==> src/common/conv_cfg.svh <==
// Build-time sizes of the convolution engine.
// CONV_MEMBERS must be a multiple of 3, so that a kw=3 group never spans two beats.
`ifndef CONV_CFG_SVH
`define CONV_CFG_SVH

// Pixels per input beat
`define CONV_UNITS      2

// Weights per input beat
`define CONV_MEMBERS    6

// Pixel and weight width
`define CONV_WORD_IN    8

// Accumulator width, with headroom for long channel runs
`define CONV_WORD_ACC   24

// User tag carried alongside each beat
`define CONV_TAG_BITS   4

// Input FIFO entries
`define CONV_FIFO_DEPTH 2

`endif

==> src/common/conv_ctrl_pkg.sv <==
// Control types. The kernel width is 2*kw2+1, so it is either 1 or 3.
`default_nettype none

`include "conv_cfg.svh"

package conv_ctrl_pkg;

  // Free-running tag, passed through to the output
  typedef logic [`CONV_TAG_BITS-1:0] tag_t;

  // Counts the kw-1 shift cycles
  typedef logic [1:0] shift_cnt_t;

  typedef struct packed {
    logic kw2;      // Kernel width select
    logic cin_last; // Closes a channel group
    tag_t tag;
  } conv_user_t;

  // Engine phase
  typedef enum logic {
    PH_MAC,
    PH_SHIFT
  } conv_phase_t;

endpackage

`default_nettype wire

==> src/common/conv_data_pkg.sv <==
// Data-path types. All words are two's complement signed values.
`default_nettype none

`include "conv_cfg.svh"

package conv_data_pkg;

  // Pixel or weight
  typedef logic signed [`CONV_WORD_IN-1:0] word_t;

  // Accumulated sum
  typedef logic signed [`CONV_WORD_ACC-1:0] acc_t;

  // One bit per member
  typedef logic [`CONV_MEMBERS-1:0] keep_t;

  // Input beat, weights in the upper bits
  typedef struct packed {
    word_t [`CONV_MEMBERS-1:0] weights;
    word_t [`CONV_UNITS-1:0]   pixels;
  } conv_in_t;

  // Output beat with the full member x unit array
  typedef struct packed {
    acc_t [`CONV_MEMBERS-1:0][`CONV_UNITS-1:0] sums;
    keep_t                                      keep;
  } conv_out_t;

endpackage

`default_nettype wire

==> src/hw/conv_in_fifo.sv <==
// Small elastic buffer in front of the engine. No bypass path, so a beat written
// into an empty FIFO shows at the output one cycle later.
`timescale 1ns/1ps
`default_nettype none

`include "conv_cfg.svh"

module conv_in_fifo (
  input  logic                      clk,
  input  logic                      rst_n,
  input  logic                      s_valid,
  output logic                      s_ready,
  input  logic                      s_last,
  input  conv_ctrl_pkg::conv_user_t s_user,
  input  conv_data_pkg::conv_in_t   s_data,
  output logic                      q_valid,
  input  logic                      q_ready,
  output logic                      q_last,
  output conv_ctrl_pkg::conv_user_t q_user,
  output conv_data_pkg::conv_in_t   q_data
);
  import conv_data_pkg::*;
  import conv_ctrl_pkg::*;

  localparam int DEPTH = `CONV_FIFO_DEPTH;
  localparam int PTR_W = (DEPTH > 1) ? $clog2(DEPTH) : 1;
  localparam int CNT_W = $clog2(DEPTH + 1);

  typedef struct packed {
    logic       last;
    conv_user_t user;
    conv_in_t   data;
  } entry_t;

  entry_t           mem [DEPTH];
  entry_t           rd_entry;
  logic [PTR_W-1:0] wr_ptr;
  logic [PTR_W-1:0] rd_ptr;
  logic [CNT_W-1:0] count;
  logic             push;
  logic             pop;

  function automatic logic [PTR_W-1:0] ptr_next(input logic [PTR_W-1:0] ptr);
    return (ptr == PTR_W'(DEPTH - 1)) ? '0 : ptr + 1'b1;
  endfunction

  assign s_ready = (count < CNT_W'(DEPTH));
  assign q_valid = (count != '0);
  assign push    = s_valid && s_ready;
  assign pop     = q_valid && q_ready;

  assign rd_entry = mem[rd_ptr];
  assign q_last   = rd_entry.last;
  assign q_user   = rd_entry.user;
  assign q_data   = rd_entry.data;

  always_ff @(posedge clk) begin
    if (push) begin
      mem[wr_ptr] <= '{last: s_last, user: s_user, data: s_data};
    end
  end

  always_ff @(posedge clk) begin
    if (!rst_n) begin
      wr_ptr <= '0;
      rd_ptr <= '0;
      count  <= '0;
    end else begin
      if (push) begin
        wr_ptr <= ptr_next(wr_ptr);
      end
      if (pop) begin
        rd_ptr <= ptr_next(rd_ptr);
      end
      count <= count + CNT_W'(push) - CNT_W'(pop);
    end
  end

endmodule

`default_nettype wire

==> config.mk <==
export PLATFORM = sky130hd
export DESIGN_NAME = conv_in_fifo
export DESIGN_NICKNAME = d
export VERILOG_FILES = /design/src/common/conv_ctrl_pkg.sv /design/src/common/conv_data_pkg.sv /design/src/hw/conv_in_fifo.sv
export VERILOG_INCLUDE_DIRS = /design/src /design/src/common
export SDC_FILE = /design/constraint.sdc
export NUM_CORES = 1
export LEC_CHECK = 0
export BUFFER_PORTS_ARGS = -buffer_cell sky130_fd_sc_hd__buf_2
export CORE_MARGIN = 4
export CORE_UTILIZATION = 40
export DETAILED_ROUTE_END_ITERATION = 16
export MAX_ROUTING_LAYER = met4
export PLACE_DENSITY_LB_ADDON = 0.2
export SYNTH_ARGS = -nofsm -noshare
export SYNTH_HDL_FRONTEND = slang
export SYNTH_SLANG_ARGS = --single-unit
==> constraint.sdc <==
create_clock -name clk -period 4.65 [get_ports clk]
set_input_delay 0.465 -clock clk [delete_from_list [all_inputs] [get_ports clk]]
set_output_delay 0.465 -clock clk [all_outputs]
set_load 0.01 [all_outputs]
# --- Yosys cells after proc, flatten, opt, wreduce, memory -nomap -nowiden ---
# Memory sizes are Yosys's and may differ from the RTL's. A register that Yosys moved wholly into a read port is not among the register bits.
# Index checks and enable logic that the tools add are counted.
op_classes:
  addsub: 4
  n_reduce_logical: 3
  order_cmp: 1
  n_mux: 6
op_table:
  columns: ["cell", "count"]
  rows:
  - ["$mux W1", 6]
  - ["$add A1 B1 Y1 const B", 2]
  - ["$add A2 B1 Y2", 1]
  - ["$logic_and A1 B1 Y1", 2]
  - ["$lt A2 B2 Y1 const B", 1]
  - ["$reduce_bool A2 Y1", 1]
  - ["$sub A2 B1 Y2", 1]
word_totals:
  mem_bits_rw: 142
  elab_cells: 18
  out_inout_bits: 73
  n_memories: 1
  register_bits: 4
memory_table:
  columns: ["memory", "words", "word_bits", "rd", "rd_clocked_by_memory_dff", "write_ports", "line_no", "rtl"]
  rows:
  - ["mem", 2, 71, 1, 1, 1, "conv_in_fifo.sv:35", "entry_t mem [DEPTH];"]

# --- Depth between registers and ports, before layout ---
depth:
  word_depth: 4
  ltp_mapped: 6

# --- Least setup slack after synthesis ---
# Ideal clock, no wire load.
synth_timing:
  kind: "input-to-reg"
  start: "in s_valid"
  end: "mem mem[0][0] (netlist name), enable pin"
  path_buffers: 0
  setup_slack_ps: 622
  arrival_ps: 3526
  stages: 2
  cell_sequence: "nand2b_1 -> nor2_1"
synth_via:
  elab_chain_len: 3
synth_lines:
  columns: ["item", "line_no", "rtl"]
  rows:
  - ["start, declared", "conv_in_fifo.sv:11", "input logic s_valid,"]
  - ["$logic_and A1 B1 Y1", "conv_in_fifo.sv:49", "assign push = s_valid && s_ready;"]
  - ["$mux W1", "conv_in_fifo.sv:58", "if (push) begin"]
  - ["$mux W1 (not written as such)", "conv_in_fifo.sv:59", "mem[wr_ptr] <= '{last: s_last, user: s_user, data: s_data};"]
  - ["end, declared", "conv_in_fifo.sv:35", null]
# No other way between the ends.

==> flow_summary.toml <==
[cells_and_area]
layout-drive-gt1-share_pct = 58.10
syn_to_final_growth_pct = 26.86
final_nets = 484
final_cell_mix = "buf_2 (147), edfxtp_1 (142), mux2_2 (64), clkbuf_16 (17), mux2_1 (7)"
nFillCells = 1147
layout_commonest_cell = "buf_2"

[timing]
finalMaxSlewViolations = 0
fin_crit_sh_pct = 52.91
setup_viol = 0
hold_viol = 0
worst_slew_pin_slew_ps = 1005
tns_ps = 0
max_freq_mhz = 406.5
skew_ps = 6.298
final.min_clock_period_ps = 2460
grt_setup_unrepaired = "false"
slew_headroom_pct = 33.02

[worst_setup_path]
path_buf_inv = 1
crit_arrival_ps = 2000
ff2ff_setup_slack_ps = 2900
cp_data_required_time_ps = 4180
crit_fanout = 71
r2r_end = "mem[1][34]"
crit_type = "reg2out"
start_kind = "flop"
crit_chain = "mux2_2, buf_2"
crit_path_top_delay_cell = "dfxtp_4"
slowest_delay_ps = 990
endpoint_kind = "primary output"
crit_family = "flip-flops"
r2r_start = "count[1]"
reg2reg_depth = 2

[synth]
synth.area.top_cells = "edfxtp_1 (79%), mux2_2 (13%), dfxtp_1 (1.9%)"
synth.distinct_cells = 23
yosysTopAreaCellShare_pct = 78.98
syn-num-nets = 324
synth-xor-area-share_pct = 0.1622
ys_warn_count = 0
yosys-mux-area-fraction_pct = 14.81
synth_adder_area_share_pct = 0.2317
synth_top_family_by_area = "multiplexers"
synth_compound_area_share_pct = 0.6025
syn_inst = 248
ys_ff_latch = 147
synth_simple_gate_area_share_pct = 1.692
yosysTopAreaCell = "edfxtp_1"
synth.avg_cell_area_um2 = 21.77
synth_area_mm2 = 0.005399
yosysSeqAreaShare_pct = 80.83

[floorplanning]
fp.coreArea_mm2 = 0.01324
die_area_mm2 = 0.01542
die_x_um = 124.2
rows = 42
die_y_um = 124.2
io_pins = 148
initial_utilization_pct = 40.77

[power]
swShare_pct = 23.72
clock_power_share_pct = 36.2
power.density_mw_per_mm2 = 507.9
p_leak_uw = 0.002548
p_seq_share_pct = 48.5
intPower_uw = 2653
power_frac_comb_pct = 15.3
p_sw_uw = 825.1
peakVddDrop_mv = 0.2245
power.total_uw = 3478

[global_route]
grt_pass1_vias = 2969
grt_max_degree = 72
antenna_found_initial = 1
grt_usage_pct = 13.12
grt_first_pass_wirelength_um = 14400
grt_overflow = 0

[placed_design]
port_buffers = 147
hpwlAfterDp_um = 6066
place_congestion = 0.6691

[cts]
clock-root-buffer = "clkbuf_16"
numCtsBuffers = 17
cts.clk_slew.worst_paths_ps = 60
worstSkewPairLatency_ps = 400
htreeDepth = 4
cts_tree = "done"
cts_hold_buf = 0
cts_buffer_depth = 2
postCtsSetupBuffers = 0
clock_sinks = 147
post_cts_resized = 0

[route]
wl_um = 9682
firstDrtPassIters = 4
vias = 2783
antenna_left = 0
wl_per_cell_um = 16.22
drtIter0Drc = 154
drc = 0
viasPerCell = 4.662

[job]
cap_violations = 0

[hold_path]
min_path_type = "in2reg"
whs_path_depth = 1
min-delay-start = "s_user[2]"
holdPathEnd = "mem[1][66]"

[run_status]
run_status = "complete, no violations"
## Yosys cell counts, drive strengths merged
cell / number
edfxtp: 142
mux2: 71
buf: 8
dfxtp: 5
and2: 4
o21ai: 3
a21oi: 2
and3: 1
and3b: 1
and4bb: 1
ha: 1
inv: 1
nand2b: 1
nand3: 1
nor2: 1
nor2b: 1
nor3: 1
o21a: 1
or2: 1
xnor2: 1
## metrics by stage
step                      instances  area, um^2  hold WS [ps]  worst slack, ps  util (%)
after floorplan                 248        5399         541.0            621.6         -
after global placement          565        6299         563.1             2560     47.56
after detailed placement        565        6299         569.7             2552     47.56
after CTS                       596        6847         222.9             2105     51.70
after global routing            597        6849         226.6             2052     51.72
final                           597        6849         245.7             2190     51.72
## worst max-delay path by stage
stage | from | end | slack (ps) | cells past startpoint
CTS | flop | q_data[58] | 2100 | 2
finish | flop | q_data[39] | 2190 | 2
global placement | flop | q_data[40] | 2560 | 2
global route | flop | q_data[39] | 2050 | 2
detailed placement | flop | q_data[25] | 2550 | 2
floorplan | s_valid | mem[0][0] | 620 | 2
## cells by family after synthesis
kind of cell             Yosys count
AND/OR/NAND/NOR                   13
multiplexers                      71
buffers and inverters              9
XOR/XNOR                           1
flip-flops                       147
adder cells (fa/ha/maj)            1
AO/OA/AOI/OAI                      6
## flip-flops by register name, indices dropped and copies added, names as in the netlist, named ones only
name	count
mem	142
count	2
wr_ptr	1
rd_ptr	1
## per-layer routing
metal	vias up	wire length, um	GRT usage [%]
met5	-	0	-
met4	0	109	5.339
li1	1305	-	-
met3	10	685	4.360
met2	98	4806	20.88
met1	1370	4081	15.44
## layout make-up
| class | count | area [um^2] | area share (%) |
|---|---|---|---|
| flip-flops and latches | 147 | 4368 | 63.77 |
| well taps | 176 | 220.2 | 3.215 |
| clock buffers | 19 | 432.9 | 6.321 |
| multi-input cells | 92 | 955.9 | 13.96 |
| clock inverters | 12 | 115.1 | 1.681 |
| inverters | 1 | 3.754 | 0.05480 |
| diodes | 1 | 2.502 | 0.03654 |
| repair buffers | 149 | 750.7 | 10.96 |
## worst reg2reg max path, stage by stage, from the launching register on
cell     delay (ps)
dfxtp_1         340
inv_1           120
and3_4          860
## power groups by stage
stage          registers, uW  logic [uW]  clock network (uW)
6_report                1690         533                1260
5_1_grt                 1710         590                1360
4_1_cts                 1690         547                1300
3_5_place_dp            1720         544                   0
3_3_place_gp            1710         542                   0
2_1_floorplan           1650         399                   0
Note: power is estimated with default switching activity, not from simulation.
