--- src/common/conv_cfg.svh ---
// Build-time sizes of the convolution engine.
// CONV_MEMBERS must be a multiple of 3, so that a kw=3 group never spans two beats.
`ifndef CONV_CFG_SVH
`define CONV_CFG_SVH

// Pixels per input beat
`define CONV_UNITS      2

// Weights per input beat
`define CONV_MEMBERS    6

// Pixel and weight width
`define CONV_WORD_IN    8

// Accumulator width, with headroom for long channel runs
`define CONV_WORD_ACC   24

// User tag carried alongside each beat
`define CONV_TAG_BITS   4

// Input FIFO entries
`define CONV_FIFO_DEPTH 2

`endif

--- src/common/conv_ctrl_pkg.sv ---
// Control types. The kernel width is 2*kw2+1, so it is either 1 or 3.
`default_nettype none

`include "conv_cfg.svh"

package conv_ctrl_pkg;

  // Free-running tag, passed through to the output
  typedef logic [`CONV_TAG_BITS-1:0] tag_t;

  // Counts the kw-1 shift cycles
  typedef logic [1:0] shift_cnt_t;

  typedef struct packed {
    logic kw2;      // Kernel width select
    logic cin_last; // Closes a channel group
    tag_t tag;
  } conv_user_t;

  // Engine phase
  typedef enum logic {
    PH_MAC,
    PH_SHIFT
  } conv_phase_t;

endpackage

`default_nettype wire

--- src/common/conv_data_pkg.sv ---
// Data-path types. All words are two's complement signed values.
`default_nettype none

`include "conv_cfg.svh"

package conv_data_pkg;

  // Pixel or weight
  typedef logic signed [`CONV_WORD_IN-1:0] word_t;

  // Accumulated sum
  typedef logic signed [`CONV_WORD_ACC-1:0] acc_t;

  // One bit per member
  typedef logic [`CONV_MEMBERS-1:0] keep_t;

  // Input beat, weights in the upper bits
  typedef struct packed {
    word_t [`CONV_MEMBERS-1:0] weights;
    word_t [`CONV_UNITS-1:0]   pixels;
  } conv_in_t;

  // Output beat with the full member x unit array
  typedef struct packed {
    acc_t [`CONV_MEMBERS-1:0][`CONV_UNITS-1:0] sums;
    keep_t                                      keep;
  } conv_out_t;

endpackage

`default_nettype wire

--- src/hw/conv_engine/conv_engine.sv ---
// Multiply-accumulate array with member chaining for kernel widths 1 and 3.
// After a cin_last beat with kw=3, q_ready drops while the group sums are built.
// The output has no ready, so e_valid pulses once per group.
`timescale 1ns/1ps
`default_nettype none

`include "conv_cfg.svh"

module conv_engine (
  input  logic                      clk,
  input  logic                      rst_n,
  input  logic                      q_valid,
  output logic                      q_ready,
  input  logic                      q_last,
  input  conv_ctrl_pkg::conv_user_t q_user,
  input  conv_data_pkg::conv_in_t   q_data,
  output logic                      e_valid,
  output logic                      e_last,
  output conv_ctrl_pkg::conv_user_t e_user,
  output conv_data_pkg::conv_out_t  e_sums
);
  import conv_data_pkg::*;
  import conv_ctrl_pkg::*;

  localparam int MEMBERS = `CONV_MEMBERS;
  localparam int UNITS   = `CONV_UNITS;

  acc_t [MEMBERS-1:0][UNITS-1:0] mul_prod;
  acc_t [MEMBERS-1:0][UNITS-1:0] acc_sum;
  acc_t [MEMBERS-1:0][UNITS-1:0] chain_src;
  logic                          mul_valid;
  logic                          mul_last;
  conv_user_t                    mul_user;
  logic                          mul_close;
  logic                          load_pending;
  conv_phase_t                   phase;
  shift_cnt_t                    shift_cnt;
  shift_cnt_t                    last_shift;
  logic                          shift_done;
  logic [MEMBERS-1:0]            chain_en;

  assign mul_close  = mul_valid && mul_user.cin_last;
  assign last_shift = {e_user.kw2, 1'b0}; // kw-1
  assign shift_done = (phase == PH_SHIFT) && (shift_cnt == last_shift);

  // Stall from the cin_last beat until the final shift cycle
  assign q_ready = !(mul_close && mul_user.kw2) &&
                   !((phase == PH_SHIFT) && (shift_cnt != last_shift));

  always_ff @(posedge clk) begin
    if (!rst_n) begin
      mul_valid <= 1'b0;
    end else begin
      mul_valid <= q_valid && q_ready;
    end
  end

  // Products hold while stalled
  always_ff @(posedge clk) begin
    if (q_valid && q_ready) begin
      mul_last <= q_last;
      mul_user <= q_user;
      for (int m = 0; m < MEMBERS; m++) begin
        for (int u = 0; u < UNITS; u++) begin
          mul_prod[m][u] <= acc_t'(q_data.weights[m]) * acc_t'(q_data.pixels[u]);
        end
      end
    end
  end

  // Next beat after a group close starts fresh
  always_ff @(posedge clk) begin
    if (!rst_n) begin
      load_pending <= 1'b1;
    end else if (mul_valid) begin
      load_pending <= mul_user.cin_last;
    end
  end

  always_ff @(posedge clk) begin
    if (!rst_n) begin
      phase     <= PH_MAC;
      shift_cnt <= '0;
    end else begin
      case (phase)
        PH_MAC: begin
          if (mul_close && mul_user.kw2) begin
            phase     <= PH_SHIFT;
            shift_cnt <= 2'd1;
          end
        end
        PH_SHIFT: begin
          if (shift_done) begin
            phase     <= PH_MAC;
            shift_cnt <= '0;
          end else begin
            shift_cnt <= shift_cnt + 1'b1;
          end
        end
        default: begin
          phase <= PH_MAC;
        end
      endcase
    end
  end

  always_ff @(posedge clk) begin
    if (!rst_n) begin
      e_valid <= 1'b0;
      e_last  <= 1'b0;
    end else begin
      e_valid <= (mul_close && !mul_user.kw2) || shift_done;
      if (mul_close) begin
        e_last <= mul_last;
      end
    end
  end

  // Closing beat's user field, also sets the shift length
  always_ff @(posedge clk) begin
    if (mul_close) begin
      e_user <= mul_user;
    end
  end

  for (genvar m = 0; m < MEMBERS; m++) begin : g_member
    // Only kw=3 ever shifts, so the member position is m mod 3
    localparam shift_cnt_t POS = shift_cnt_t'(m % 3);

    assign chain_en[m] = (phase == PH_SHIFT) && (shift_cnt == POS);

    if (m == 0) begin : g_head
      assign chain_src[m] = '0;
    end else begin : g_link
      assign chain_src[m] = acc_sum[m-1];
    end

    for (genvar u = 0; u < UNITS; u++) begin : g_unit
      conv_mac u_mac (
        .clk      (clk),
        .rst_n    (rst_n),
        .en       (mul_valid),
        .load     (load_pending),
        .chain_en (chain_en[m]),
        .product  (mul_prod[m][u]),
        .chain_in (chain_src[m][u]),
        .sum      (acc_sum[m][u])
      );
    end
  end

  assign e_sums.sums = acc_sum;
  assign e_sums.keep = '0; // Filled in by the output filter

endmodule

`default_nettype wire

--- src/hw/conv_engine/conv_mac.sv ---
// Single accumulator cell. en and chain_en are never high together, and en wins
// if they are.
`timescale 1ns/1ps
`default_nettype none

module conv_mac (
  input  logic                clk,
  input  logic                rst_n,
  input  logic                en,
  input  logic                load,
  input  logic                chain_en,
  input  conv_data_pkg::acc_t product,
  input  conv_data_pkg::acc_t chain_in,
  output conv_data_pkg::acc_t sum
);

  always_ff @(posedge clk) begin
    if (!rst_n) begin
      sum <= '0;
    end else if (en) begin
      if (load) begin
        sum <= product; // First beat of a group
      end else begin
        sum <= sum + product;
      end
    end else if (chain_en) begin
      sum <= sum + chain_in; // Fold in the lower neighbour
    end
  end

endmodule

`default_nettype wire

--- config.mk ---
export PLATFORM = sky130hd
export DESIGN_NAME = conv_engine
export DESIGN_NICKNAME = d
export VERILOG_FILES = /design/src/common/conv_ctrl_pkg.sv /design/src/common/conv_data_pkg.sv /design/src/hw/conv_engine/conv_engine.sv /design/src/hw/conv_engine/conv_mac.sv
export VERILOG_INCLUDE_DIRS = /design/src /design/src/common
export SDC_FILE = /design/constraint.sdc
export NUM_CORES = 2
export LEC_CHECK = 0
export BUFFER_PORTS_ARGS = -buffer_cell sky130_fd_sc_hd__buf_2
export CORE_AREA = 4 4 366 368
export DETAILED_ROUTE_END_ITERATION = 8
export DIE_AREA = 0 0 370 372
export PLACE_DENSITY = 0.76
export SYNTH_ARGS = -nofsm -noshare
export SYNTH_HDL_FRONTEND = slang
export SYNTH_SLANG_ARGS = --single-unit
--- constraint.sdc ---
create_clock -name clk -period 6.6 [get_ports clk]
set_input_delay 0.99 -clock clk [delete_from_list [all_inputs] [get_ports clk]]
set_output_delay 0.99 -clock clk [all_outputs]
set_load 0.03 [all_outputs]
# ---- Word-level counts from Yosys, hierarchy flattened
# Cells that the tools add are included.
# W data, S select, Z words.
dict set report op_classes {
  addsub 23
  n_mul 12
  n_eq_ne 5
  muxes 40
  bitwise 1
  reduce_logical 18
}
# operator n
set op_table {}
lappend op_table {{$mux W24} 34}
lappend op_table {{$add A24 B24 Y24} 22}
lappend op_table {{$mul A8 B8 Y16} 12}
lappend op_table {{$logic_and A1 B1 Y1} 10}
lappend op_table {{$reduce_bool A2 Y1} 3}
lappend op_table {{$mux W2} 2}
lappend op_table {{$pmux W2 S2} 1}
lappend op_table {{$logic_not A1 Y1} 3}
lappend op_table {{$add A2 B1 Y2 const B} 1}
lappend op_table {{$eq A2 B1 Y1 const B} 1}
lappend op_table {{$eq A2 B2 Y1} 1}
lappend op_table {{$eq A2 B2 Y1 const B} 1}
lappend op_table {{$logic_not A2 Y1} 1}
lappend op_table {{$mux W1} 2}
lappend op_table {{$ne A2 B2 Y1} 1}
lappend op_table {{$ne A2 B2 Y1 const B} 1}
lappend op_table {{$pmux W1 S2} 1}
lappend op_table {{$logic_or A1 B1 Y1} 1}
lappend op_table {{$not A1 Y1} 1}
dict set report word_totals {
  regBits 596
  in_bits 74
  output_inout_bits 303
  word_cells 136
}

# ---- Depth between registers and ports, before layout
dict set report logic_depth {
  ltp_word 5
  mapped_depth 22
  mapped_depth_nobuf 20
}

# ---- By module
# From an unflattened synthesis, not the netlist that was laid out.
dict set report hier_totals {
  hier_cells 9389
  area_unflattened_um2 79777.8
}
# mod n_inst cells_per_inst area_per_inst_um2 seq_area_each_um2
set modules_own_cells {}
lappend modules_own_cells {conv_mac 12 464 3544.6 480.5}
lappend modules_own_cells {conv_engine 1 3821 37242.0 6296.0}

# ---- Least setup slack after synthesis
# No wires, ideal clock.
dict set report synth_timing {
  path_type {reg2reg}
  from {register mul_valid}
  to {register mul_last (enable)}
  setup_ns 0.583
  t_arrival_ns 6.126
  required_ns 6.017
  slack_ns -0.109
  stages_incl_launch_ff 7
  path_buffers 2
  period_less_slack_ns 6.709
  path_cell_list {dfxtp_1 clkbuf_1 clkbuf_1 nand2_1 inv_1 a22oi_1 and2_1}
}
dict set report synth_via {
  elab_chain_cells 5
}
# element line
set synth_lines {}
lappend synth_lines {{start: declaration} conv_engine.sv:31} ;# logic mul_valid;
lappend synth_lines {{start signal: assignment} conv_engine.sv:54} ;# mul_valid <= q_valid && q_ready;
lappend synth_lines {{$logic_and A1 B1 Y1} conv_engine.sv:42} ;# assign mul_close = mul_valid && mul_user.cin_last;
lappend synth_lines {{via mul_close} conv_engine.sv:34} ;# logic mul_close;
lappend synth_lines {{$logic_and A1 B1 Y1} conv_engine.sv:47} ;# assign q_ready = !(mul_close && mul_user.kw2) &&
lappend synth_lines {{$logic_not A1 Y1} conv_engine.sv:47}
lappend synth_lines {{$logic_and A1 B1 Y1} conv_engine.sv:47}
lappend synth_lines {{via q_ready} conv_engine.sv:13} ;# output logic q_ready,
lappend synth_lines {{$logic_and A1 B1 Y1} conv_engine.sv:60} ;# if (q_valid && q_ready) begin
lappend synth_lines {{end signal: assignment} conv_engine.sv:61} ;# mul_last <= q_last;
lappend synth_lines {{end: declaration} conv_engine.sv:32} ;# logic mul_last;
# The timed path passes the listed nets, and every way through them passes these cells.
# A chain may end at the register's enable or synchronous reset.

# ---- Worst setup path after layout
dict set report layout_timing {
  from {input q_data[3] in the netlist's numbering}
  to {register mul_prod[14] in the netlist's numbering (data pin)}
}
dict set report layout_via {
  elab_chain_cells 1
}
# element line
set layout_lines {}
lappend layout_lines {{start: declaration} conv_engine.sv:16} ;# input conv_data_pkg::conv_in_t q_data,
lappend layout_lines {{$mul A8 B8 Y16} conv_engine.sv:65} ;# mul_prod[m][u] <= acc_t'(q_data.weights[m]) * acc_t'(q_data.pixels[u]);
lappend layout_lines {{end signal: indexed assignment} conv_engine.sv:65}
lappend layout_lines {{end: declaration} conv_engine.sv:28} ;# acc_t [MEMBERS-1:0][UNITS-1:0] mul_prod;
# Every way passes these cells.

==> results_dict.tcl <==
set metrics [dict create \
    status "complete, no violations" \
    antenna_found_initial 23 \
    synth.area.mux_share_pct 0.5908 \
    drc 0 \
    postLayoutSetupSlackWorst_ns 1.017 \
    ys_seq_area_share_pct 16.61 \
    netlist_area_um2 72640 \
    grt_first_pass_wirelength_mm 349.0 \
    hold_path_class "flip-flop to flip-flop" \
    grt_overflow_total 0 \
    dr.first_iter.drc_count 6016 \
    syn_avg_cell_area_um2 8.448 \
    postCtsSetupRepairBufs 0 \
    drv_cap 0 \
    worstReg2RegEnd "g_member[2].g_unit[1].u_mac.sum[22]" \
    core_area_um2 130800 \
    rrSetupSlack_ns 2.39 \
    cts_tree "yes" \
    die_x_um 370 \
    routedLengthMet1_mm 95.16 \
    io_pins 377 \
    whs_path_depth 0 \
    wl_met3_mm 28.13 \
    wl_per_cell_um 21.32 \
    gp_congestion 0.9783 \
    cts-root-buf "clkbuf_16" \
    ff2ff_path_depth 13 \
    dieArea_um2 137600 \
    cts_buffers 60 \
    pre_cts_ws_ns 0.4124 \
    holdCritStartpoint "mul_user[3]" \
    dp_hpwl_mm 173.0 \
    reg2reg_from "g_member[2].g_unit[1].u_mac.sum[0]" \
    start_util_pct 55.53 \
    clkTransAtPathRegs_ns 0.06 \
    clock_latency_ns 0.70 \
    nets 10380 \
    drt_wl_total_mm 225.7 \
    nFillCells 11515 \
    setup_tns_ns 0 \
    cp-start-kind "input pin" \
    crit_path_end_kind "flip-flop" \
    ant_nets 0 \
    synth_top_family_by_area "adder cells" \
    leakagePower_uw 0.03750 \
    fp.dieH_um 372 \
    synth_ff_type "dfxtp_1" \
    synth.distinct_cells 86 \
    synth-edff-count 205 \
    rsz0062_at_grt "no" \
    grt_pass1_vias 61995 \
    synth_top_area_cell "fa_1" \
    core.rowCount 133 \
    hold_viol_final 0 \
    path_max_fanout 48 \
    synth_top_cell_area_share_pct 18.80 \
    pwr_density_cell_nw_per_um2 333.5 \
    drive_gt1_share_pct 6.792 \
    vias 63662 \
    yosys-top-cells-count "inv_1, ha_1, fa_1, nand2_1, a21oi_1" \
    fin_util_pct 59.65 \
    path_class "input pin to flip-flop" \
    postCtsHoldBufs 0 \
    crit_arrival_ns 6.02 \
    finClkSkew_ns 0.02091 \
    clock_sinks 500 \
    slew_headroom_pct 14.80 \
    cts_max_level 2 \
    min_to "e_user[3]" \
    viasPerCell 6.013 \
    synth-simple-area-share_pct 16.01 \
    grt_max_degree 164 \
    slew_violations 0 \
    synthArstFlopShare_pct 0 \
    wl_met2_mm 91.78 \
    highest_layer "met5" \
    timing.fmax_mhz 179.1 \
    synth.most_common_cell "inv_1" \
    first_pass_iters 7 \
    cts_resized 0 \
    period_share_pct 84.59 \
    synthCells 8598 \
    yosysWarningCount 0 \
    ir_drop_v 0.0002338 \
    setup_viol 0 \
    tightestPinTransition_ns 1.273 \
    ys_top_cells_by_area "fa_1, ha_1, edfxtp_1, dfxtp_1, inv_1" \
    yosys.area_share.xor_xnor_pct 6.897 \
    required_ns 7.04 \
    synth-compound-area-share_pct 18.61 \
    grtUsageTotal_pct 32.26 \
    synth_fa_ha_area_share_pct 33.56 \
    area_growth_pct 7.409 \
    port_buffers 370 \
    clk_path_buf_depth 3 \
    ys_seq_elements 500 \
    period_minus_slack_ns 5.583 \
]
flip-flops by register name, summed over array words and instances, names as in the netlist:
register / cells
mul_valid: 1
g_member.g_unit.u_mac.sum: 288
shift_cnt: 2
mul_last: 1
e_valid: 1
mul_prod: 192
load_pending: 1
e_user: 6
mul_user: 6
e_last: 1
phase: 1
stage by stage:
stage	total power, µW	area, µm²	hold WS, ns	std cells
global placement	21500	76000	0.4158	10460
floorplan	17620	72660	0.4003	8603
detailed placement	22100	76000	0.4122	10460
CTS	25720	77980	0.4237	10574
finish	26020	78020	0.4267	10587
global route	28210	78000	0.4398	10582
worst max-delay path, stage by stage:
cell and delay (ns):
buf_2 0.89, nand2_1 0.18, fa_1 0.46, fa_1 0.47, fa_1 0.50, fa_1 0.49
inv_1 0.04, ha_1 0.31, nor2b_1 0.14, o21ai_0 0.22, a21boi_0 0.15, o21ai_0 0.24
a21boi_0 0.17, o21ai_0 0.18, nand2b_1 0.10, a21o_1 0.19, a21oi_1 0.17, xnor2_1 0.10
where the power goes:
part | leakage [µW] | switching, µW | total (µW) | internal, µW
combinational | 0.0321 | 9650 | 16600 | 6900
clock | 0.000970 | 1540 | 3520 | 1990
sequential | 0.00443 | 1420 | 5940 | 4530
layout make-up:
class | count | area [µm²] | share of cell area [%]
clock buffer | 88 | 1709 | 2.191
clock inverter | 26 | 275.3 | 0.3528
tap | 1755 | 2196 | 2.815
antenna | 13 | 32.53 | 0.04170
inverter | 1159 | 4358 | 5.586
timing repair buffer | 431 | 2366 | 3.033
multi-input combinational | 6615 | 55010 | 70.51
sequential | 500 | 12070 | 15.47
per-layer routing:
metal / vias to the layer above / global-route usage (%)
met5: - / 0
met3: 529 / 10.23
met1: 30617 / 44.33
met2: 2865 / 47.17
li1: 29635 / -
met4: 16 / 12.79
worst max-delay path by stage:
stage / startpoint / to / slack (ns) / cells after the start
2_1_floorplan: q_data[2] / mul_prod[14] / 1.20 / 19
3_3_place_gp: q_data[3] / mul_prod[14] / 0.62 / 18
3_5_place_dp: q_data[3] / mul_prod[14] / 0.41 / 18
4_1_cts: q_data[3] / mul_prod[14] / 1.14 / 18
5_1_grt: q_data[11] / mul_prod[134] / 0.73 / 20
6_report: q_data[3] / mul_prod[14] / 1.02 / 18
layout by cell type (no fill, tap or decap), types with 21 or more instances in the layout:
master,netlist,layout
nor2b_1,135,135
dfxtp_1,295,293
and3_1,67,67
a31oi_1,71,71
o21ai_0,487,487
nand3_1,87,87
o211ai_1,81,81
xor2_1,185,185
nand2_1,667,663
nor3_1,112,112
xnor2_1,387,387
nor2_1,512,509
nand2b_1,84,84
nor4_1,21,21
buf_4,6,57
o21a_1,64,64
edfxtp_1,205,205
buf_2,0,369
a21oi_1,566,566
a221oi_1,38,38
nand4_1,41,41
a21boi_0,52,52
o21bai_1,58,58
and2_1,529,527
o311ai_0,27,27
mux2i_1,35,35
clkbuf_16,0,62
a21o_1,215,215
o22ai_1,26,26
fa_1,682,682
or3_1,36,36
ha_1,857,857
o221ai_1,66,66
a211oi_1,115,115
inv_1,1158,1156
logic make-up (layout without fill, tap and decap cells):
group           Yosys count  in the layout
flops                   500            500
xor+xnor                572            572
buf+inv                1488           1704
compound gates         2101           2101
mux                      42             42
fa+ha+maj              1539           1539
simple gates           2355           2355
other cells               1             19
No activity file was read; power rests on OpenSTA's default activity.
