--- src/common/conv_cfg.svh ---
// Build-time sizes of the convolution engine.
// CONV_MEMBERS must be a multiple of 3, so that a kw=3 group never spans two beats.
`ifndef CONV_CFG_SVH
`define CONV_CFG_SVH

// Pixels per input beat
`define CONV_UNITS      2

// Weights per input beat
`define CONV_MEMBERS    6

// Pixel and weight width
`define CONV_WORD_IN    8

// Accumulator width, with headroom for long channel runs
`define CONV_WORD_ACC   24

// User tag carried alongside each beat
`define CONV_TAG_BITS   4

// Input FIFO entries
`define CONV_FIFO_DEPTH 2

`endif

--- src/common/conv_ctrl_pkg.sv ---
// Control types. The kernel width is 2*kw2+1, so it is either 1 or 3.
`default_nettype none

`include "conv_cfg.svh"

package conv_ctrl_pkg;

  // Free-running tag, passed through to the output
  typedef logic [`CONV_TAG_BITS-1:0] tag_t;

  // Counts the kw-1 shift cycles
  typedef logic [1:0] shift_cnt_t;

  typedef struct packed {
    logic kw2;      // Kernel width select
    logic cin_last; // Closes a channel group
    tag_t tag;
  } conv_user_t;

  // Engine phase
  typedef enum logic {
    PH_MAC,
    PH_SHIFT
  } conv_phase_t;

endpackage

`default_nettype wire

--- src/common/conv_data_pkg.sv ---
// Data-path types. All words are two's complement signed values.
`default_nettype none

`include "conv_cfg.svh"

package conv_data_pkg;

  // Pixel or weight
  typedef logic signed [`CONV_WORD_IN-1:0] word_t;

  // Accumulated sum
  typedef logic signed [`CONV_WORD_ACC-1:0] acc_t;

  // One bit per member
  typedef logic [`CONV_MEMBERS-1:0] keep_t;

  // Input beat, weights in the upper bits
  typedef struct packed {
    word_t [`CONV_MEMBERS-1:0] weights;
    word_t [`CONV_UNITS-1:0]   pixels;
  } conv_in_t;

  // Output beat with the full member x unit array
  typedef struct packed {
    acc_t [`CONV_MEMBERS-1:0][`CONV_UNITS-1:0] sums;
    keep_t                                      keep;
  } conv_out_t;

endpackage

`default_nettype wire

--- src/hw/conv_out_filter.sv ---
// Output register stage. The sink must take every beat, since there is no ready.
// Members without keep carry partial sums and are passed through as they are.
`timescale 1ns/1ps
`default_nettype none

`include "conv_cfg.svh"

module conv_out_filter (
  input  logic                      clk,
  input  logic                      rst_n,
  input  logic                      e_valid,
  input  logic                      e_last,
  input  conv_ctrl_pkg::conv_user_t e_user,
  input  conv_data_pkg::conv_out_t  e_sums,
  output logic                      m_valid,
  output logic                      m_last,
  output conv_ctrl_pkg::conv_user_t m_user,
  output conv_data_pkg::conv_out_t  m_data
);
  import conv_data_pkg::*;

  localparam int MEMBERS = `CONV_MEMBERS;

  keep_t keep_mask;

  // Tail member of each group holds the finished sum
  for (genvar m = 0; m < MEMBERS; m++) begin : g_keep
    localparam bit IS_TAIL3 = (m % 3) == 2;

    assign keep_mask[m] = e_user.kw2 ? IS_TAIL3 : 1'b1;
  end

  always_ff @(posedge clk) begin
    if (!rst_n) begin
      m_valid <= 1'b0;
      m_last  <= 1'b0;
    end else begin
      m_valid <= e_valid;
      m_last  <= e_valid && e_last;
    end
  end

  always_ff @(posedge clk) begin
    if (e_valid) begin
      m_data.sums <= e_sums.sums;
      m_data.keep <= keep_mask;
      m_user      <= e_user;
    end
  end

endmodule

`default_nettype wire

--- config.mk ---
export PLATFORM = sky130hd
export DESIGN_NAME = conv_out_filter
export DESIGN_NICKNAME = d
export VERILOG_FILES = /design/src/common/conv_ctrl_pkg.sv /design/src/common/conv_data_pkg.sv /design/src/hw/conv_out_filter.sv
export VERILOG_INCLUDE_DIRS = /design/src /design/src/common
export SDC_FILE = /design/constraint.sdc
export NUM_CORES = 1
export LEC_CHECK = 0
export BUFFER_PORTS_ARGS = -buffer_cell sky130_fd_sc_hd__buf_4
export CAP_MARGIN = 30
export CORE_AREA = 2 2 239 241
export CTS_CLUSTER_DIAMETER = 120
export DETAILED_ROUTE_END_ITERATION = 10
export DIE_AREA = 0 0 241 243
export GPL_TIMING_DRIVEN = 0
export PLACE_DENSITY = 0.48
export SETUP_SLACK_MARGIN = 0.4
export SYNTH_ARGS = -nofsm -noshare
export SYNTH_HDL_FRONTEND = slang
export SYNTH_SLANG_ARGS = --single-unit
--- constraint.sdc ---
create_clock -name clk -period 0.8 [get_ports clk]
set_input_delay 0.16 -clock clk [delete_from_list [all_inputs] [get_ports clk]]
set_output_delay 0.16 -clock clk [all_outputs]
set_load 0.1 [all_outputs]
; ---- Word-level counts from Yosys, hierarchy flattened
; Cells that the tools add are included.
[classes]
addsub = 0
mul = 0
div = 0
order_cmp = 0
n_eq_ne = 0
shifts = 0
muxes = 1
bitwise_logic = 0
n_reduce_logical = 1
[ops]
columns = op, n
row1 = 1-bit logical AND, 1
row2 = 1-bit two-way mux, 1
[totals]
ff_bits = 297
latchBits = 0
ram_bits = 0
mem_bits_ro = 0
inputBits = 304
out_inout_bits = 302
wordCells = 20
mem_count = 0

; ---- Depth between registers and ports, before layout
; Gate-level depths: netlist of run 1.
[logic_depth]
word_depth = 1
mapped_depth = 1
mapped_depth_nobuf = 1

; ---- Least setup slack after synthesis of run 1
; OpenSTA, ideal clock, no wires.
[synth_path]
path_kind = reg-to-output
startpoint = register, netlist name m_data[0]
endpoint = output port m_data[1] (netlist name)
arrival_ns = 1.381
required_ns = 0.640
path_slack_ns = -0.741
path_stages_with_launch = 2
n_path_buf = 1
cell_sequence = edfxtp_1 > buf_4
[synth_rtl]
columns = item, line_no
row1 = "end, declared", conv_out_filter.sv:18  ; output conv_data_pkg::conv_out_t m_data

==> impl_metrics.py, run 1 <==
metrics = {
    "sta": {
        "timing.hold.ws_ns": -0.210,
        "slew_viol_final": 0,
        "fin_crit_sh": 1.85,
        "finalCriticalPeriod_ns": 1.48,
        "hold_violations": 297,
        "fmax_mhz": 677,
        "rsz0062_at_grt": "true",
        "fin_ws_ns": -0.678,
        "setup_viol": 300,
        "final.setup.tns_ns": -143.65,
    },
    "worst_hold_path": {
        "holdPathEnd": "m_data[196]",
        "whs_path_depth": 1,
        "min_from": "e_sums[196]",
        "hold_path.class": "input pin to register",
    },
    "worst_setup_path": {
        "cpMaxStageDelayCell": "edfxtp_1",
        "crit_chain": "buf_6 > buf_12",
        "cp_data_required_time_ns": 0.64,
        "critPathBufInv": 2,
        "crit_type": "register to output pin",
        "slowest_delay_ns": 0.47,
        "cpLargestDelayFamily": "flip-flops",
        "critPathArrivalTime_ns": 1.32,
        "cp-start-kind": "register",
        "end_kind": "output pin",
        "critPathMaxFanout": 4,
    },
    "final_layout": {
        "layout_common_cells": "306 x buf_4, 295 x edfxtp_1, 289 x buf_6",
        "finalNetCount": 1287,
        "syn_to_final_growth_pct": 98.4,
        "multi_input_area_sq_um": 20.0,
        "drive_gt1_frac": 0.695,
        "fillers": 5494,
        "mostFrequentLayoutCell": "buf_4",
        "regArea_sq_mm": 0.00891,
        "fin_cells": 1768,
    },
    "power": {
        "total_power_mw": 50.3,
        "ir_drop_mv": 1.92,
        "power.density_mw_per_mm2": 2830,
        "p_leak_nw": 7.27,
    },
    "detailed_routing": {
        "via_per_inst": 3.30,
        "vias": 5841,
        "first_iter_violations": 171,
        "wl_per_cell_microns": 18.2,
        "drc": 0,
        "wl_mm": 32.1,
        "ant_nets": 0,
        "first_pass_iters": 4,
    },
    "synth": {
        "synth_cell_types": 7,
        "ys_seq_area_frac": 0.994,
        "ys_seq_elements": 297,
        "synth_top_area_frac": 0.989,
        "synth.cell_area_sq_mm": 0.00896,
        "synth_area_per_cell_sq_um": 29.3,
        "syn-instance-count": 306,
        "yosys_warnings": 0,
        "synth_top_area_cell": "edfxtp_1",
        "synth_area_leaders": "edfxtp_1 99%, dfxtp_1 0.45%, buf_4 0.42%",
    },
    "clock_network": {
        "cts_max_level": 2,
        "clockBufferDepth": 3,
        "cts_buffers": 37,
        "cts.sinks": 297,
        "cts_root_buf": "clkbuf_16",
        "path_clk_slew_ns": 0.06,
        "cts_tree": "done",
    },
    "floorplanning": {
        "initial_core_util": 0.160,
        "io_pins": 606,
        "dieArea_sq_mm": 0.0586,
        "die_w_microns": 241,
        "core-area_sq_mm": 0.0560,
        "num_rows": 87,
        "die_h_microns": 243,
    },
    "global_route": {
        "first_global_vias": 6301,
        "grt_pass1_wl_mm": 41.3,
        "grt_usage": 0.0988,
        "antenna_found_initial": 4,
        "grt_max_degree": 40,
        "overflow": 0,
    },
    "outcome": {
        "violations": "hold timing, setup timing",
        "outcome": "finished, violations left",
    },
    "placed_design": {
        "dp_cells": 1663,
        "hpwl_mm": 21.8,
        "place_congestion": 0.724,
        "numPortBuffers": 597,
    },
    "flow_run": {
        "drv_cap": 0,
    },
}
==> synthesized netlist by cell type, drive strengths merged <==
cell,instances
edfxtp,295
buf,5
dfxtp,2
and2,1
and3,1
conb,1
inv,1
==> state kept, by name, summed over array words and instances (netlist names) <==
| signal | cells |
|---|---|
| m_user | 6 |
| m_data | 289 |
| m_last | 1 |
| m_valid | 1 |
==> layer usage <==
| metal | track usage | wire length, microns | vias to the layer above | part of all wire |
|---|---|---|---|---|
| met5 | 0 | 35 | - | 0.0011 |
| li1 | - | - | 2616 | - |
| met2 | 0.177 | 16500 | 419 | 0.51 |
| met1 | 0.0961 | 10700 | 2748 | 0.33 |
| met3 | 0.0522 | 4240 | 52 | 0.13 |
| met4 | 0.0341 | 727 | 6 | 0.023 |
==> cells by family after synthesis <==
group | synth area share
buffers and inverters | 0.00461
flip-flops | 0.994
other | 0.000419
AND/OR/NAND/NOR | 0.00140
==> layout make-up <==
class,count,share of cell area
Sequential cell,297,0.501
Timing Repair Buffer,637,0.370
Clock buffer,43,0.0546
Tap cell,756,0.0532
Clock inverter,24,0.0170
Buffer,5,0.00275
Multi-Input combinational cell,4,0.00113
Inverter,1,0.000352
Antenna cell,1,0.000141
==> power breakdown <==
part	internal (mW)	leakage (nW)	total [mW]	switching, mW
Sequential	18.5	2.90	19.1	0.609
Clock	10.7	0.616	17.4	6.71
Combinational	3.64	3.75	13.8	10.1
==> repair_timing <==
action | in CTS | in global routing
gates cloned | 11 | 13
setup buffers | 4 | 9
endpoints found under the setup margin | 534 | 510
resized for setup | 317 | 27
hold endpoints to repair | 297 | 297
==> stage by stage <==
| step | util | cell area (sq um) | setup slack (ns) | hold slack [ns] |
|---|---|---|---|---|
| 6_report | 0.318 | 17800 | -0.678 | -0.210 |
| 5_1_grt | 0.318 | 17800 | -0.743 | -0.250 |
| 4_1_cts | 0.310 | 17300 | -0.735 | -0.261 |
| 3_5_place_dp | 0.259 | 14500 | -1.03 | 0.339 |
| 3_3_place_gp | 0.258 | 14400 | -2.70 | 0.338 |
| 2_1_floorplan | - | 8980 | -0.682 | 0.259 |
==> worst max path at each step <==
stage                       end      start  slack, ns  depth (start not counted)
global placement    m_data[248]    e_valid      -2.70                          1
global route          m_data[1]  m_data[0]      -0.74                          2
CTS                   m_data[3]  m_data[0]      -0.74                          2
floorplan             m_data[1]  m_data[0]      -0.68                          1
finish                m_data[1]  m_data[0]      -0.68                          2
detailed placement  m_data[248]    e_valid      -1.03                          3
Power figures use the tool's default switching activity.
==> run 2: changes to the inputs <==
CORE_AREA = 2 2 233 235   (was 2 2 239 241)
CTS_BUF_LIST = sky130_fd_sc_hd__clkbuf_8   (was unset)
DIE_AREA = 0 0 235 237   (was 0 0 241 243)
PLACE_DENSITY = 0.5   (was 0.48)
==> run 2 against run 1 <==
  * The flow still finishes with violations (hold timing, setup timing)
  * Largest cell class unchanged
  * Sequential share of layout area is 2.7 points lower
  * Final area is 5.7% higher
  * Total power is 8.3% lower
  * Clock-buffer cell count is 10 higher
  * Die area is 4.9% lower
  * Non-clock buffer count is 138 higher
  * First-iteration DRC count is 19% higher
  * Core utilization is 3.5 points higher
  * Global-route usage is 1.3 points higher
  * Clock power is 27% lower
==> impl_metrics.py, run 2 (synthesis results as in run 1) <==
metrics = {
    "flow_run": {
        "drv_cap": 0,
    },
    "detailed_routing": {
        "drc": 0,
        "first_pass_iters": 4,
        "wl_per_cell_microns": 17.5,
        "vias": 6406,
        "via_per_inst": 3.43,
        "first_iter_violations": 203,
        "wl_mm": 32.8,
        "ant_nets": 0,
    },
    "sta": {
        "slew_viol_final": 0,
        "finalCriticalPeriod_ns": 1.58,
        "fin_crit_sh": 1.97,
        "rsz0062_at_grt": "true",
        "timing.hold.ws_ns": -0.258,
        "setup_viol": 300,
        "fin_ws_ns": -0.778,
        "fmax_mhz": 634,
        "hold_violations": 229,
    },
    "floorplanning": {
        "core-area_sq_mm": 0.0533,
        "die_h_microns": 237,
        "io_pins": 606,
        "num_rows": 85,
        "initial_core_util": 0.168,
        "dieArea_sq_mm": 0.0557,
        "die_w_microns": 235,
    },
    "worst_setup_path": {
        "crit_path_start": "m_data[0]",
        "slowest_delay_ns": 0.49,
        "crit_type": "register to output pin",
        "crit_chain": "buf_6 > buf_12",
        "critPathArrivalTime_ns": 1.42,
        "critPathBufInv": 2,
        "cpMaxStageDelayCell": "edfxtp_1",
        "cp_data_required_time_ns": 0.64,
        "end_kind": "output pin",
        "cp-start-kind": "register",
        "cpLargestDelayFamily": "flip-flops",
        "critPathMaxFanout": 4,
    },
    "worst_hold_path": {
        "hold_path.class": "input pin to register",
        "min_from": "e_sums[44]",
    },
    "global_route": {
        "antenna_found_initial": 4,
        "overflow": 0,
        "grt_max_degree": 58,
        "grt_usage": 0.112,
        "first_global_vias": 7369,
        "grt_pass1_wl_mm": 46.3,
    },
    "final_layout": {
        "layout_common_cells": "300 x buf_4, 295 x edfxtp_1, 277 x buf_6",
        "largest_reg_flops": 289,
        "top_regs": "m_data (289), m_user (6)",
        "syn_to_final_growth_pct": 110,
        "mostFrequentLayoutCell": "buf_4",
        "drive_gt1_frac": 0.586,
        "top_register": "m_data",
        "fin_cells": 1869,
        "finalNetCount": 1441,
    },
    "placed_design": {
        "numPortBuffers": 597,
        "pre_cts_ws_ns": -1.34,
        "place_congestion": 0.745,
        "dp_cells": 1602,
        "hpwl_mm": 21.3,
    },
    "clock_network": {
        "cts_max_level": 2,
        "cts_root_buf": "clkbuf_8",
        "path_clk_slew_ns": 0.06,
        "cts_tree": "done",
        "cts.sinks": 297,
        "clockBufferDepth": 3,
        "cts_buffers": 53,
    },
    "power": {
        "p_leak_nw": 8.38,
        "power.density_mw_per_mm2": 2460,
        "ir_drop_mv": 1.40,
    },
    "outcome": {
        "violations": "hold timing, setup timing",
        "outcome": "finished, violations left",
    },
}
-- run 2: cell types whose count changed in the layout (fill, tap and decap cells not counted), moves of 6 or more --
cell	before	now
dlygate4sd3_1	0	81
clkbuf_16	48	1
buf_8	11	21
buf_6	289	277
dlymetal6s4s_1	0	79
inv_1	0	17
clkbuf_8	0	53
buf_16	14	8
buf_4	306	300
-- run 2: path summary, 6_finish.rpt --
kind | slack [ns] | end | depth (start not counted)
max | -0.78 | m_data[4] | 2
min | -0.26 | m_data[44] | 1
-- run 2: cell type report --
cell class              instances  area [sq um]
multi-input cells               4          20.0
repair buffers                775          8010
well taps                     696           871
fillers                      4967         34500
plain buffers                   5          48.8
clock buffers                  53           729
inverters                       1          6.26
flip-flops and latches        297          8910
diodes                          1          2.50
clock inverters                37           190
-- run 2: power by group --
group	total, mW	internal (mW)	switching [mW]	leakage (nW)
clock network	12.7	6.46	6.22	0.533
logic	14.3	4.08	10.2	4.95
registers	19.2	18.5	0.631	2.90
-- run 2: per-stage QoR --
stage | cell area (sq um) | TNS (ns) | hold slack (ns) | utilization | power [mW]
floorplan | 8980 | -80.02 | 0.259 | - | 28.1
global placement | 14300 | -768.42 | 0.338 | 0.269 | 31.6
detailed placement | 14400 | -250.83 | 0.339 | 0.270 | 31.7
CTS | 19000 | -190.19 | -0.325 | 0.357 | 46.9
global route | 18800 | -191.61 | -0.321 | 0.352 | 47.8
finish | 18800 | -165.45 | -0.258 | 0.352 | 46.1
-- run 2: metal layers --
metal  track usage  wire length (microns)  vias to the layer above  part of all wire
met2         0.201                  17500                      350              0.53
met4        0.0387                    758                        6             0.023
met5             0                     44                        -            0.0013
li1              -                      -                     2918                 -
met1         0.116                  11500                     3074              0.35
met3        0.0484                   3030                       58             0.092
-- run 2: what timing repair did --
item,in CTS,in global routing
setup buffers,5,0
endpoints found under the setup margin,519,448
cloned,10,1
gates resized for setup,320,100
hold endpoints to repair,372,266
hold buffers,214,2
==> run 3: changes to the inputs <==
SETUP_SLACK_MARGIN = unset   (was 0.4)
==> run 3 against run 2 <==
  * The flow still finishes with violations (hold timing, setup timing)
  * Sequential power is essentially flat
  * Critical path depth is the same
  * Flip-flop and latch count stayed put
  * Die area did not move
  * Fmax increased by 1.1%
  * Non-clock buffer count up 122
  * Final area is 4.7% higher
==> impl_metrics.py, run 3 (synthesis results as in run 1) <==
metrics = {
    "final_layout": {
        "layout_common_cells": "299 x buf_4, 296 x dlygate4sd3_1, 295 x edfxtp_1",
        "drive_gt1_frac": 0.521,
        "stdcell_area_sq_mm": 0.0197,
        "fillers": 4957,
        "regArea_sq_mm": 0.00890,
        "syn_to_final_growth_pct": 120,
        "largest_reg_flops": 289,
        "finalNetCount": 1565,
        "top_regs": "m_data (289), m_user (6)",
        "multi_input_area_sq_um": 20.0,
        "mostFrequentLayoutCell": "buf_4",
        "top_register": "m_data",
    },
    "worst_setup_path": {
        "crit_type": "register to output pin",
        "cp-start-kind": "register",
        "crit_chain": "buf_6 > buf_12",
        "critPathArrivalTime_ns": 1.40,
        "slowest_delay_ns": 0.48,
        "end_kind": "output pin",
        "cp_data_required_time_ns": 0.64,
        "cpMaxStageDelayCell": "edfxtp_1",
        "critPathMaxFanout": 4,
    },
    "sta": {
        "setup_viol": 300,
        "fin_crit_sh": 1.95,
        "final.setup.tns_ns": -166.02,
        "slew_viol_final": 0,
        "finalCriticalPeriod_ns": 1.56,
        "fin_ws_ns": -0.760,
        "hold_violations": 12,
        "rsz0062_at_grt": "true",
        "timing.hold.ws_ns": -0.0196,
        "fmax_mhz": 641,
    },
    "clock_network": {
        "cts_max_level": 2,
        "cts_tree": "done",
        "cts.sinks": 297,
        "cts_root_buf": "clkbuf_8",
        "cts_buffers": 55,
        "cts_setup_buffers": 0,
        "clockBufferDepth": 3,
        "path_clk_slew_ns": 0.06,
        "hold_buffers": 296,
    },
    "flow_run": {
        "drv_cap": 0,
    },
    "detailed_routing": {
        "wl_mm": 35.2,
        "wl_per_cell_microns": 17.6,
        "first_pass_iters": 4,
        "drc": 0,
        "via_per_inst": 3.47,
        "first_iter_violations": 253,
        "ant_nets": 0,
        "vias": 6930,
    },
    "placed_design": {
        "post_dp_cell_area_sq_mm": 0.0144,
        "numPortBuffers": 597,
        "hpwl_mm": 23.0,
        "place_congestion": 0.774,
    },
    "power": {
        "ir_drop_mv": 1.52,
        "p_leak_nw": 8.08,
        "power.density_mw_per_mm2": 2430,
    },
    "outcome": {
        "outcome": "finished, violations left",
        "violations": "hold timing, setup timing",
    },
    "global_route": {
        "overflow": 0,
        "first_global_vias": 7823,
        "grt_pass1_wl_mm": 50.1,
        "grt_max_degree": 118,
        "grt_usage": 0.121,
        "antenna_found_initial": 4,
    },
    "floorplanning": {
        "dieArea_sq_mm": 0.0557,
        "die_h_microns": 237,
        "io_pins": 606,
        "num_rows": 85,
        "initial_core_util": 0.168,
        "die_w_microns": 235,
        "core-area_sq_mm": 0.0533,
    },
    "worst_hold_path": {
        "hold_path.class": "input pin to register",
    },
}
run 3: cell count changes in the layout (fill, tap and decap cells not counted), moves of 3 or more:
| cell | change |
|---|---|
| bufbuf_16 | -5 |
| clkinv_1 | +3 |
| dlygate4sd3_1 | +215 |
| inv_1 | -3 |
| buf_16 | -5 |
| dlymetal6s4s_1 | -79 |
| clkbuf_8 | +4 |
run 3: power breakdown:
| group | total (mW) | switching [mW] | internal (mW) |
|---|---|---|---|
| logic | 14.6 | 10.4 | 4.24 |
| registers | 19.2 | 0.645 | 18.5 |
| clock network | 14.0 | 6.47 | 7.50 |
run 3: layer usage:
metal  routed length, microns  up-vias  global-route usage
met4                     1010        0              0.0495
met1                    13100     3366               0.134
met5                        0        -                   0
met2                    18500      343               0.216
li1                         -     3160                   -
met3                     2620       61              0.0366
run 3: cell type report:
type	instances	share of cell area
Sequential cell	297	0.453
Timing Repair Buffer	897	0.447
Tap cell	696	0.0443
Clock buffer	57	0.0399
Clock inverter	36	0.0118
Buffer	5	0.00248
Multi-Input combinational cell	4	0.00102
Antenna cell	3	0.000382
Inverter	1	0.000191
run 3: final timing paths:
kind	cells after the start	endpoint	slack, ns	start
hold / removal	1	m_data[43]	-0.02	e_valid
setup / recovery	2	m_data[1]	-0.76	m_data[0]
run 3: through the flow:
stage | std cells | worst slack [ns] | utilization | hold WS [ns] | power, mW
floorplan | 307 | -0.682 | - | 0.259 | 28.1
global placement | 1600 | -2.94 | 0.269 | 0.338 | 31.7
detailed placement | 1602 | -0.915 | 0.270 | 0.339 | 31.7
CTS | 1992 | -0.842 | 0.367 | -0.0863 | 48.4
global route | 1994 | -0.841 | 0.369 | -0.0616 | 49.5
finish | 1996 | -0.760 | 0.369 | -0.0196 | 47.8
run 3: worst max-delay path, delay by kind of cell (launching register included):
kind	cells	cell delay, ns
flops	1	0.48
buf+inv	2	0.32
run 3: repair_timing:
action	CTS	global route
gates resized for setup	310	20
endpoints found under the hold margin	368	68
gates cloned	1	1
setup endpoints to repair	526	433
